--- src/periph_macros.svh ---
`ifndef PERIPH_MACROS_SVH
`define PERIPH_MACROS_SVH

`define APB_AW 32
`define APB_DW 32
`define N_GPIO 8

// slot select in paddr[11:8]
`define SLOT_SOC_CTRL 4'd0
`define SLOT_GPIO     4'd1
`define SLOT_TIMER    4'd2

// register offsets in paddr[7:0]
`define SOC_BOOTADDR_OFS 8'h00
`define SOC_FETCHEN_OFS  8'h04
`define SOC_SOFTRST_OFS  8'h08
`define GPIO_DIR_OFS     8'h00
`define GPIO_OUT_OFS     8'h04
`define GPIO_IN_OFS      8'h08
`define GPIO_INTEN_OFS   8'h0C
`define GPIO_INTSTAT_OFS 8'h10
`define TIM_CTRL_OFS     8'h00
`define TIM_COUNT_OFS    8'h04
`define TIM_CMP_OFS      8'h08

// timer control bits
`define TIM_CTRL_EN_BIT  0
`define TIM_CTRL_REF_BIT 1

`define BOOT_ADDR_RST 32'h1C00_0880

// fc event bit positions
`define EVT_TIMER_MTIME 7
`define EVT_TIMER_LO    16
`define EVT_REF_RISE    18
`define EVT_REF_FALL    19
`define EVT_GPIO        20

`endif

--- src/periph_pkg.sv ---
`include "periph_macros.svh"

package periph_pkg;

  // apb request, master to slave
  typedef struct packed {
    logic [`APB_AW-1:0] paddr;
    logic [`APB_DW-1:0] pwdata;
    logic               pwrite;
    logic               psel;
    logic               penable;
  } apb_req_t;

  // apb response, slave to master
  typedef struct packed {
    logic [`APB_DW-1:0] prdata;
    logic               pready;
    logic               pslverr;
  } apb_rsp_t;

  // fast controller event vector, msb first
  typedef struct packed {
    logic       err;             // 31
    logic [9:0] rsvd_hi;         // 30:21
    logic       gpio_irq;        // 20
    logic       ref_fall;        // 19
    logic       ref_rise;        // 18
    logic       unused_17;       // no hi timer
    logic       timer_irq;       // 16
    logic [7:0] rsvd_mid;        // 15:8
    logic       timer_irq_mtime; // 7
    logic [6:0] rsvd_lo;         // sw events
  } fc_events_t;

endpackage

--- src/apb_periph_decode.sv ---
`timescale 1ns/1ps
`include "periph_macros.svh"

module apb_periph_decode (
  input  periph_pkg::apb_req_t apb_req_i,
  output periph_pkg::apb_rsp_t apb_rsp_o,
  // slot requests
  output periph_pkg::apb_req_t soc_req_o,
  output periph_pkg::apb_req_t gpio_req_o,
  output periph_pkg::apb_req_t tim_req_o,
  // slot responses
  input  periph_pkg::apb_rsp_t soc_rsp_i,
  input  periph_pkg::apb_rsp_t gpio_rsp_i,
  input  periph_pkg::apb_rsp_t tim_rsp_i
);

  logic [3:0] slot;     // paddr[11:8]
  logic       hit_soc;
  logic       hit_gpio;
  logic       hit_tim;
  logic       access;   // access phase of a transfer

  assign slot     = apb_req_i.paddr[11:8];
  assign hit_soc  = (slot == `SLOT_SOC_CTRL);
  assign hit_gpio = (slot == `SLOT_GPIO);
  assign hit_tim  = (slot == `SLOT_TIMER);
  assign access   = apb_req_i.psel & apb_req_i.penable;

  //////////////////////////////////////////////////
  // request fan-out
  //////////////////////////////////////////////////

  // same request everywhere, only psel steered
  always_comb begin
    soc_req_o       = apb_req_i;
    gpio_req_o      = apb_req_i;
    tim_req_o       = apb_req_i;
    soc_req_o.psel  = apb_req_i.psel & hit_soc;
    gpio_req_o.psel = apb_req_i.psel & hit_gpio;
    tim_req_o.psel  = apb_req_i.psel & hit_tim;
  end

  //////////////////////////////////////////////////
  // response merge
  //////////////////////////////////////////////////

  always_comb begin
    // unmapped slot
    apb_rsp_o.prdata  = '0;
    apb_rsp_o.pready  = 1'b1;           // no wait states
    apb_rsp_o.pslverr = access;         // error only in access cycle
    if (hit_soc) begin
      apb_rsp_o = soc_rsp_i;
    end else if (hit_gpio) begin
      apb_rsp_o = gpio_rsp_i;
    end else if (hit_tim) begin
      apb_rsp_o = tim_rsp_i;
    end
  end

endmodule

--- src/soc_ctrl_regs.sv ---
`timescale 1ns/1ps
`include "periph_macros.svh"

module soc_ctrl_regs (
  input  logic                 clk_i,
  input  logic                 rst_n_i,   // hard reset only
  input  periph_pkg::apb_req_t req_i,
  output periph_pkg::apb_rsp_t rsp_o,
  output logic [31:0]          fc_bootaddr_o,
  output logic                 fc_fetchen_o,
  output logic                 periph_rst_n_o  // to gpio and timer
);

  logic [31:0] boot_addr_q;
  logic        fetch_en_q;
  logic        soft_rst_q;   // one cycle wide
  logic        wr_en;
  logic [7:0]  ofs;

  assign ofs   = req_i.paddr[7:0];
  assign wr_en = req_i.psel & req_i.penable & req_i.pwrite;

  //////////////////////////////////////////////////
  // registers
  //////////////////////////////////////////////////

  always_ff @(posedge clk_i) begin
    if (!rst_n_i) begin
      boot_addr_q <= `BOOT_ADDR_RST;
      fetch_en_q  <= 1'b0;
      soft_rst_q  <= 1'b0;
    end else begin
      soft_rst_q <= 1'b0;  // self clearing
      if (wr_en) begin
        case (ofs)
          `SOC_BOOTADDR_OFS: boot_addr_q <= req_i.pwdata;
          `SOC_FETCHEN_OFS:  fetch_en_q  <= req_i.pwdata[0];
          `SOC_SOFTRST_OFS:  soft_rst_q  <= req_i.pwdata[0];
          default: ;  // unknown offset ignored
        endcase
      end
    end
  end

  //////////////////////////////////////////////////
  // readback
  //////////////////////////////////////////////////

  always_comb begin
    rsp_o.prdata  = '0;   // unknown offsets and soft reset read 0
    rsp_o.pready  = 1'b1;
    rsp_o.pslverr = 1'b0;
    case (ofs)
      `SOC_BOOTADDR_OFS: rsp_o.prdata = boot_addr_q;
      `SOC_FETCHEN_OFS:  rsp_o.prdata = {31'b0, fetch_en_q};
      default: ;
    endcase
  end

  assign fc_bootaddr_o = boot_addr_q;
  assign fc_fetchen_o  = fetch_en_q;

  // peripherals see hard reset or the soft pulse
  assign periph_rst_n_o = rst_n_i & ~soft_rst_q;

endmodule

--- src/apb_gpio.sv ---
`timescale 1ns/1ps
`include "periph_macros.svh"

module apb_gpio (
  input  logic                 clk_i,
  input  logic                 rst_n_i,
  input  periph_pkg::apb_req_t req_i,
  output periph_pkg::apb_rsp_t rsp_o,
  input  logic [`N_GPIO-1:0]   gpio_in_i,
  output logic [`N_GPIO-1:0]   gpio_out_o,
  output logic [`N_GPIO-1:0]   gpio_oe_o,
  output logic                 gpio_irq_o
);

  localparam int PadW = `APB_DW - `N_GPIO;  // zero fill on reads

  logic [`N_GPIO-1:0] dir_q;
  logic [`N_GPIO-1:0] out_q;
  logic [`N_GPIO-1:0] inten_q;
  logic [`N_GPIO-1:0] intstat_q;  // sticky
  logic [`N_GPIO-1:0] sync1_q;
  logic [`N_GPIO-1:0] sync2_q;    // synced input value
  logic [`N_GPIO-1:0] prev_q;     // sync2 one cycle late
  logic [`N_GPIO-1:0] rise;
  logic [`N_GPIO-1:0] clr;        // w1c mask
  logic               wr_en;
  logic [7:0]         ofs;

  assign ofs   = req_i.paddr[7:0];
  assign wr_en = req_i.psel & req_i.penable & req_i.pwrite;

  //////////////////////////////////////////////////
  // input sync and edge detect
  //////////////////////////////////////////////////

  always_ff @(posedge clk_i) begin
    sync1_q <= gpio_in_i;
    sync2_q <= sync1_q;
    prev_q  <= sync2_q;
  end

  assign rise = sync2_q & ~prev_q;

  // write one to clear
  assign clr = (wr_en && ofs == `GPIO_INTSTAT_OFS) ? req_i.pwdata[`N_GPIO-1:0] : '0;

  //////////////////////////////////////////////////
  // registers
  //////////////////////////////////////////////////

  always_ff @(posedge clk_i) begin
    if (!rst_n_i) begin
      dir_q     <= '0;
      out_q     <= '0;
      inten_q   <= '0;
      intstat_q <= '0;
    end else begin
      intstat_q <= (intstat_q & ~clr) | rise;  // set beats clear
      if (wr_en) begin
        case (ofs)
          `GPIO_DIR_OFS:   dir_q   <= req_i.pwdata[`N_GPIO-1:0];
          `GPIO_OUT_OFS:   out_q   <= req_i.pwdata[`N_GPIO-1:0];
          `GPIO_INTEN_OFS: inten_q <= req_i.pwdata[`N_GPIO-1:0];
          default: ;  // IN is read only, INTSTAT handled above
        endcase
      end
    end
  end

  //////////////////////////////////////////////////
  // readback
  //////////////////////////////////////////////////

  always_comb begin
    rsp_o.prdata  = '0;
    rsp_o.pready  = 1'b1;
    rsp_o.pslverr = 1'b0;
    case (ofs)
      `GPIO_DIR_OFS:     rsp_o.prdata = {{PadW{1'b0}}, dir_q};
      `GPIO_OUT_OFS:     rsp_o.prdata = {{PadW{1'b0}}, out_q};
      `GPIO_IN_OFS:      rsp_o.prdata = {{PadW{1'b0}}, sync2_q};
      `GPIO_INTEN_OFS:   rsp_o.prdata = {{PadW{1'b0}}, inten_q};
      `GPIO_INTSTAT_OFS: rsp_o.prdata = {{PadW{1'b0}}, intstat_q};
      default: ;
    endcase
  end

  assign gpio_out_o = out_q;
  assign gpio_oe_o  = dir_q;
  assign gpio_irq_o = |(intstat_q & inten_q);  // level, held until cleared

endmodule

--- src/apb_timer.sv ---
`timescale 1ns/1ps
`include "periph_macros.svh"

module apb_timer (
  input  logic                 clk_i,
  input  logic                 rst_n_i,
  input  logic                 slow_clk_i,   // async to clk_i
  input  logic                 stoptimer_i,  // freezes the count
  input  periph_pkg::apb_req_t req_i,
  output periph_pkg::apb_rsp_t rsp_o,
  output logic                 timer_irq_o,
  output logic                 ref_rise_o,
  output logic                 ref_fall_o
);

  logic [2:0]         ref_q;      // two sync flops then delay flop
  logic               ref_rise;
  logic               ref_fall;
  logic               en_q;
  logic               ref_sel_q;  // count on ref_rise instead of clk
  logic [`APB_DW-1:0] count_q;
  logic [`APB_DW-1:0] cmp_q;
  logic               irq_q;
  logic               tick;       // advance event
  logic               match;
  logic               wr_en;
  logic [7:0]         ofs;

  assign ofs   = req_i.paddr[7:0];
  assign wr_en = req_i.psel & req_i.penable & req_i.pwrite;

  //////////////////////////////////////////////////
  // slow clock edges
  //////////////////////////////////////////////////

  always_ff @(posedge clk_i) begin
    ref_q <= {ref_q[1:0], slow_clk_i};
  end

  assign ref_rise =  ref_q[1] & ~ref_q[2];
  assign ref_fall = ~ref_q[1] &  ref_q[2];

  //////////////////////////////////////////////////
  // counter and compare
  //////////////////////////////////////////////////

  assign tick  = en_q & ~stoptimer_i & (ref_sel_q ? ref_rise : 1'b1);
  assign match = (count_q == cmp_q);

  always_ff @(posedge clk_i) begin
    if (!rst_n_i) begin
      en_q      <= 1'b0;
      ref_sel_q <= 1'b0;
      count_q   <= '0;
      cmp_q     <= '0;
      irq_q     <= 1'b0;
    end else begin
      irq_q <= tick & match;  // single cycle pulse
      if (tick) begin
        count_q <= match ? '0 : count_q + 1'b1;  // wrap on compare
      end
      if (wr_en) begin
        case (ofs)
          `TIM_CTRL_OFS: begin
            en_q      <= req_i.pwdata[`TIM_CTRL_EN_BIT];
            ref_sel_q <= req_i.pwdata[`TIM_CTRL_REF_BIT];
          end
          `TIM_COUNT_OFS: count_q <= req_i.pwdata;  // load wins over tick
          `TIM_CMP_OFS:   cmp_q   <= req_i.pwdata;
          default: ;
        endcase
      end
    end
  end

  //////////////////////////////////////////////////
  // readback
  //////////////////////////////////////////////////

  always_comb begin
    rsp_o.prdata  = '0;
    rsp_o.pready  = 1'b1;
    rsp_o.pslverr = 1'b0;
    case (ofs)
      `TIM_CTRL_OFS: begin
        rsp_o.prdata[`TIM_CTRL_EN_BIT]  = en_q;
        rsp_o.prdata[`TIM_CTRL_REF_BIT] = ref_sel_q;
      end
      `TIM_COUNT_OFS: rsp_o.prdata = count_q;
      `TIM_CMP_OFS:   rsp_o.prdata = cmp_q;
      default: ;
    endcase
  end

  assign timer_irq_o = irq_q;
  assign ref_rise_o  = ref_rise;
  assign ref_fall_o  = ref_fall;

endmodule

--- src/soc_peripherals.sv ---
`timescale 1ns/1ps
`include "periph_macros.svh"

module soc_peripherals (
  input  logic                   clk_i,
  input  logic                   rst_n_i,
  input  logic                   slow_clk_i,
  input  logic                   stoptimer_i,
  input  periph_pkg::apb_req_t   apb_req_i,
  output periph_pkg::apb_rsp_t   apb_rsp_o,
  output logic [31:0]            fc_bootaddr_o,
  output logic                   fc_fetchen_o,
  input  logic [`N_GPIO-1:0]     gpio_in_i,
  output logic [`N_GPIO-1:0]     gpio_out_o,
  output logic [`N_GPIO-1:0]     gpio_oe_o,
  output periph_pkg::fc_events_t fc_events_o
);

  periph_pkg::apb_req_t soc_req, gpio_req, tim_req;
  periph_pkg::apb_rsp_t soc_rsp, gpio_rsp, tim_rsp;

  logic periph_rst_n;  // hard reset and soft reset combined
  logic gpio_irq;
  logic timer_irq;
  logic ref_rise;
  logic ref_fall;

  //////////////////////////////////////////////////
  // bus and control block
  //////////////////////////////////////////////////

  apb_periph_decode i_decode (
    .apb_req_i  (apb_req_i),
    .apb_rsp_o  (apb_rsp_o),
    .soc_req_o  (soc_req),
    .gpio_req_o (gpio_req),
    .tim_req_o  (tim_req),
    .soc_rsp_i  (soc_rsp),
    .gpio_rsp_i (gpio_rsp),
    .tim_rsp_i  (tim_rsp)
  );

  soc_ctrl_regs i_soc_ctrl (
    .clk_i          (clk_i),
    .rst_n_i        (rst_n_i),      // never soft reset
    .req_i          (soc_req),
    .rsp_o          (soc_rsp),
    .fc_bootaddr_o  (fc_bootaddr_o),
    .fc_fetchen_o   (fc_fetchen_o),
    .periph_rst_n_o (periph_rst_n)
  );

  //////////////////////////////////////////////////
  // peripherals
  //////////////////////////////////////////////////

  apb_gpio i_gpio (
    .clk_i      (clk_i),
    .rst_n_i    (periph_rst_n),
    .req_i      (gpio_req),
    .rsp_o      (gpio_rsp),
    .gpio_in_i  (gpio_in_i),
    .gpio_out_o (gpio_out_o),
    .gpio_oe_o  (gpio_oe_o),
    .gpio_irq_o (gpio_irq)
  );

  apb_timer i_timer (
    .clk_i       (clk_i),
    .rst_n_i     (periph_rst_n),
    .slow_clk_i  (slow_clk_i),
    .stoptimer_i (stoptimer_i),
    .req_i       (tim_req),
    .rsp_o       (tim_rsp),
    .timer_irq_o (timer_irq),
    .ref_rise_o  (ref_rise),
    .ref_fall_o  (ref_fall)
  );

  // event vector, dropped sources stay zero
  always_comb begin
    fc_events_o                 = '0;
    fc_events_o.timer_irq_mtime = timer_irq;  // mtime irq
    fc_events_o.timer_irq       = timer_irq;
    fc_events_o.ref_rise        = ref_rise;
    fc_events_o.ref_fall        = ref_fall;
    fc_events_o.gpio_irq        = gpio_irq;   // was i2c slave
  end

endmodule

--- config.mk ---
export PLATFORM = sky130hd
export DESIGN_NAME = soc_peripherals
export DESIGN_NICKNAME = d
export VERILOG_FILES = /design/src/periph_pkg.sv /design/src/apb_periph_decode.sv /design/src/soc_ctrl_regs.sv /design/src/apb_gpio.sv /design/src/apb_timer.sv /design/src/soc_peripherals.sv
export VERILOG_INCLUDE_DIRS = /design/src
export SDC_FILE = /design/constraint.sdc
export NUM_CORES = 1
export LEC_CHECK = 0
export BUFFER_PORTS_ARGS = -buffer_cell sky130_fd_sc_hd__buf_2
export CORE_MARGIN = 2
export CORE_UTILIZATION = 55
export CTS_CLUSTER_SIZE = 14
export DETAILED_ROUTE_END_ITERATION = 8
export GPL_TIMING_DRIVEN = 1
export PLACE_DENSITY = 0.79
export SLEW_MARGIN = 0
export SYNTH_ARGS = -nofsm -noshare
export SYNTH_HDL_FRONTEND = slang
export SYNTH_HIERARCHICAL = 1
export SYNTH_SLANG_ARGS = --single-unit
--- constraint.sdc ---
create_clock -name clk_i -period 3.2 [get_ports clk_i]
set_input_delay 0.48 -clock clk_i [delete_from_list [all_inputs] [get_ports clk_i]]
set_output_delay 0.48 -clock clk_i [all_outputs]
set_load 0.05 [all_outputs]
* Yosys cells after proc, flatten, opt, wreduce, memory -nomap -nowiden *
Cells that the tools add are included.

storage, ports and cells
  flip-flop bits (word level) = 160
  input port bits = 79
  output and inout bits = 115
  logic and storage cells = 75

operators by class
  add/subtract/negate cells = 1
  equal/unequal tests = 7
  muxes and demuxes = 13
  bitwise gates (word level) = 26
  reductions and logical operators = 12

operators with widths
  operator               count
  $mux 32                4
  $mux 34                3
  $pmux 32 s2            1
  $pmux 30 s2            1
  $pmux 8 s5             1
  $add 32x1->32 const B  1
  $eq 32x32->1           1
  $and 8x8->8            3
  $and 1x1->1            16
  $eq 8x4->1 const B     2
  $not 8->8              2
  $reduce_and 2->1       7
  $eq 8x3->1 const B     1
  $eq 8x5->1 const B     1
  $logic_not 8->1        1
  $mux 8                 1
  $or 8x8->8             1
  $reduce_or 8->1        1
  $pmux 2 s3             1
  $eq 4x1->1 const B     1
  $eq 4x2->1 const B     1
  $logic_not 4->1        1
  $not 1->1              4
  $reduce_and 3->1       1
  2 further kinds        2

* Depth between registers and ports, before layout *
  depth in word-level cells = 9
  mapped depth = 9
  mapped depth without buffers = 7

* Modules after synthesis *
Netlist, hierarchy kept.

modules (own cells, without submodules)
  module             times used  cells each  area each (um^2)  sequential area each (um^2)
  apb_timer          1           497         4,098.9           1,401.3
  apb_gpio           1           243         2,418.6           1,121.1
  apb_periph_decode  1           357         2,269.7           0.0
  soc_ctrl_regs      1           195         1,692.9           680.7
  soc_peripherals    1           33          244.0             0.0

* Worst setup path before layout *
OpenSTA, ideal clock, no wires.

  kind = input -> output
  start point = in apb_req_i[36] (netlist bit)
  end point = out apb_rsp_o[25] (netlist bit)
  arrival = 2.897 ns
  data required time = 2.720 ns
  setup slack = -0.177 ns
  cell stages on the path = 7
  path buffers = 2
  path through = buf_4 or4_1 nor4_1 clkbuf_1 a22o_1 nand2_1 a21oi_1

RTL lines
  item         line                   RTL
  from (decl)  soc_peripherals.sv:9   input periph_pkg::apb_req_t apb_req_i,
  to (decl)    soc_peripherals.sv:10  output periph_pkg::apb_rsp_t apb_rsp_o,

==> metrics <==
status finished clean; first-pass GRT wire length 42200 microns; Worst path max stage delay 670 ps; DR vias 8465; fillers 1519; initial DRC count 771; Worst-path clk slew 80 ps; Hold-fix buffers, CTS 0; Die ar. 0.0193 sq mm; critical path type input port to primary output; power per cell area 433 mW/mm^2; HPWL after detailed placement 18200 microns; post-cts gate resize count 0; relative slew slack 0.266; Final Cell Area 0.0105 sq mm; clk_lat worst skew 440 ps; Placed Instances 1436; DRT Wirelength 26700 microns; clock buffer depth 2; register area 0.00320 sq mm; CTS tree built; Tcrit/Tclk final 0.951; worst path buffer plus inverter count 3; clock root buffer master clkbuf_16; via/cell ratio 5.77; cell repeated most along the worst path buf_2; H-Tree Depth 4; residual DRC count 0; gpl congestion 0.912; Cells after Synth 1229; crit-path cells buf_2 > or4_1 > nor4_2 > buf_4 > a22o_1 > nand2_1 > a21oi_2 > buf_2; worst path required time 2720 ps; Die Wd 139 microns; pin count of the biggest net entering global routing 67; Fin. Hold Viols 0; core box area 0.0179 sq mm; initial antenna violation count 0; DR WL/cell 18.2 microns; crit path from apb_req_i[36]; Area after DPL 0.00992 sq mm; R2R Path Start i_timer/count_q[27]; mapped cell area 0.0100 sq mm; WP data arrival 2560 ps; Min-Delay Path Class input port to register; Initial Util 0.559; Slew @ Worst Pin 1100 ps; GR Overflow Total 0; ANT cells 0; GRT Util Overall 0.271; vias in the first global route 7946; top cell family by delay on the critical path simple AND/OR/NAND/NOR gates; max cap viols 0; CP Launch Type input port; cts bufs inserted 17; clock sink total 160; share of layout cells above drive strength 1 0.228; Final Core Density 0.588; Worst Skew 11.3 ps; hold path start gpio_in_i[4]; critical path fanouts, max 18; PortBufs 146; setup_tns 0 ps; FP Rows 49; Reg2Reg Setup Slack 570 ps; Routed Antenna Nets 0; setup repair bufs after CTS 0; 1st-pass router iterations 6; # IOs 194; endpoints failing setup 0; CP max stage cell or4_1; P&R area growth vs syn 5.25%; Max Transition Viols Final 0; Nets 1306; Die Ht 139 microns; Leak 4.52 nW; peak supply drop 366 uV; RSZ-0062 raised after global routing no; crit end category primary output; Final Power 0.00456 W; crit path time final 3040 ps; Synth Warn # 6; fin cells 1468; Max Clk Rate 328 MHz; multi-input logic area 0.00541 sq mm; syn avg cell area 8.14 sq um
## where the power goes
part / total, W / switching [W] / internal, W
clock network: 0.00211 / 0.000986 / 0.00113
registers: 0.00203 / 0.0000148 / 0.00201
logic: 0.000416 / 0.000317 / 0.0000996
## area by class of cell
type,instances,area share
Multi-Input combinational cell,858,0.514
Sequential cell,160,0.304
Timing Repair Buffer,170,0.0901
Clock buffer,17,0.0404
Tap cell,229,0.0272
Clock inverter,15,0.0177
Inverter,19,0.00677
## cells in the final DEF, fill, tap and decap left out, types with 21 or more instances in the layout
master	instances
nor3_1	23
nor2b_1	30
conb_1	57
buf_4	21
a21oi_2	32
xnor2_1	27
a22o_1	30
nor2_1	49
mux2i_1	78
and2_1	34
nand2_1	223
a21oi_1	46
o21ai_0	41
dfxtp_1	160
xor2_1	34
buf_2	146
## worst paths after layout
kind	endpoint	cells past startpoint
worst min-delay path	i_gpio/sync1_q[4]	1
worst min register to register	i_gpio/sync2_q[7]	0
worst max-delay path	apb_rsp_o[19]	8
worst max register to register	i_timer/count_q[4]	6
## per-layer routing
layer	track usage	part of all wire	up-vias
li1	-	-	3964
met1	0.352	0.42	4029
met2	0.449	0.47	410
met3	0.0515	0.077	62
met4	0.0989	0.025	0
met5	0	0	-
## stage by stage
step	setup WS (ps)	hold slack, ps
after floorplan	81.6	310
after global placement	182	312
after detailed placement	179	314
after CTS	176	125
after global routing	42.7	120
final	155	131
(Power assumes the default switching activity.)
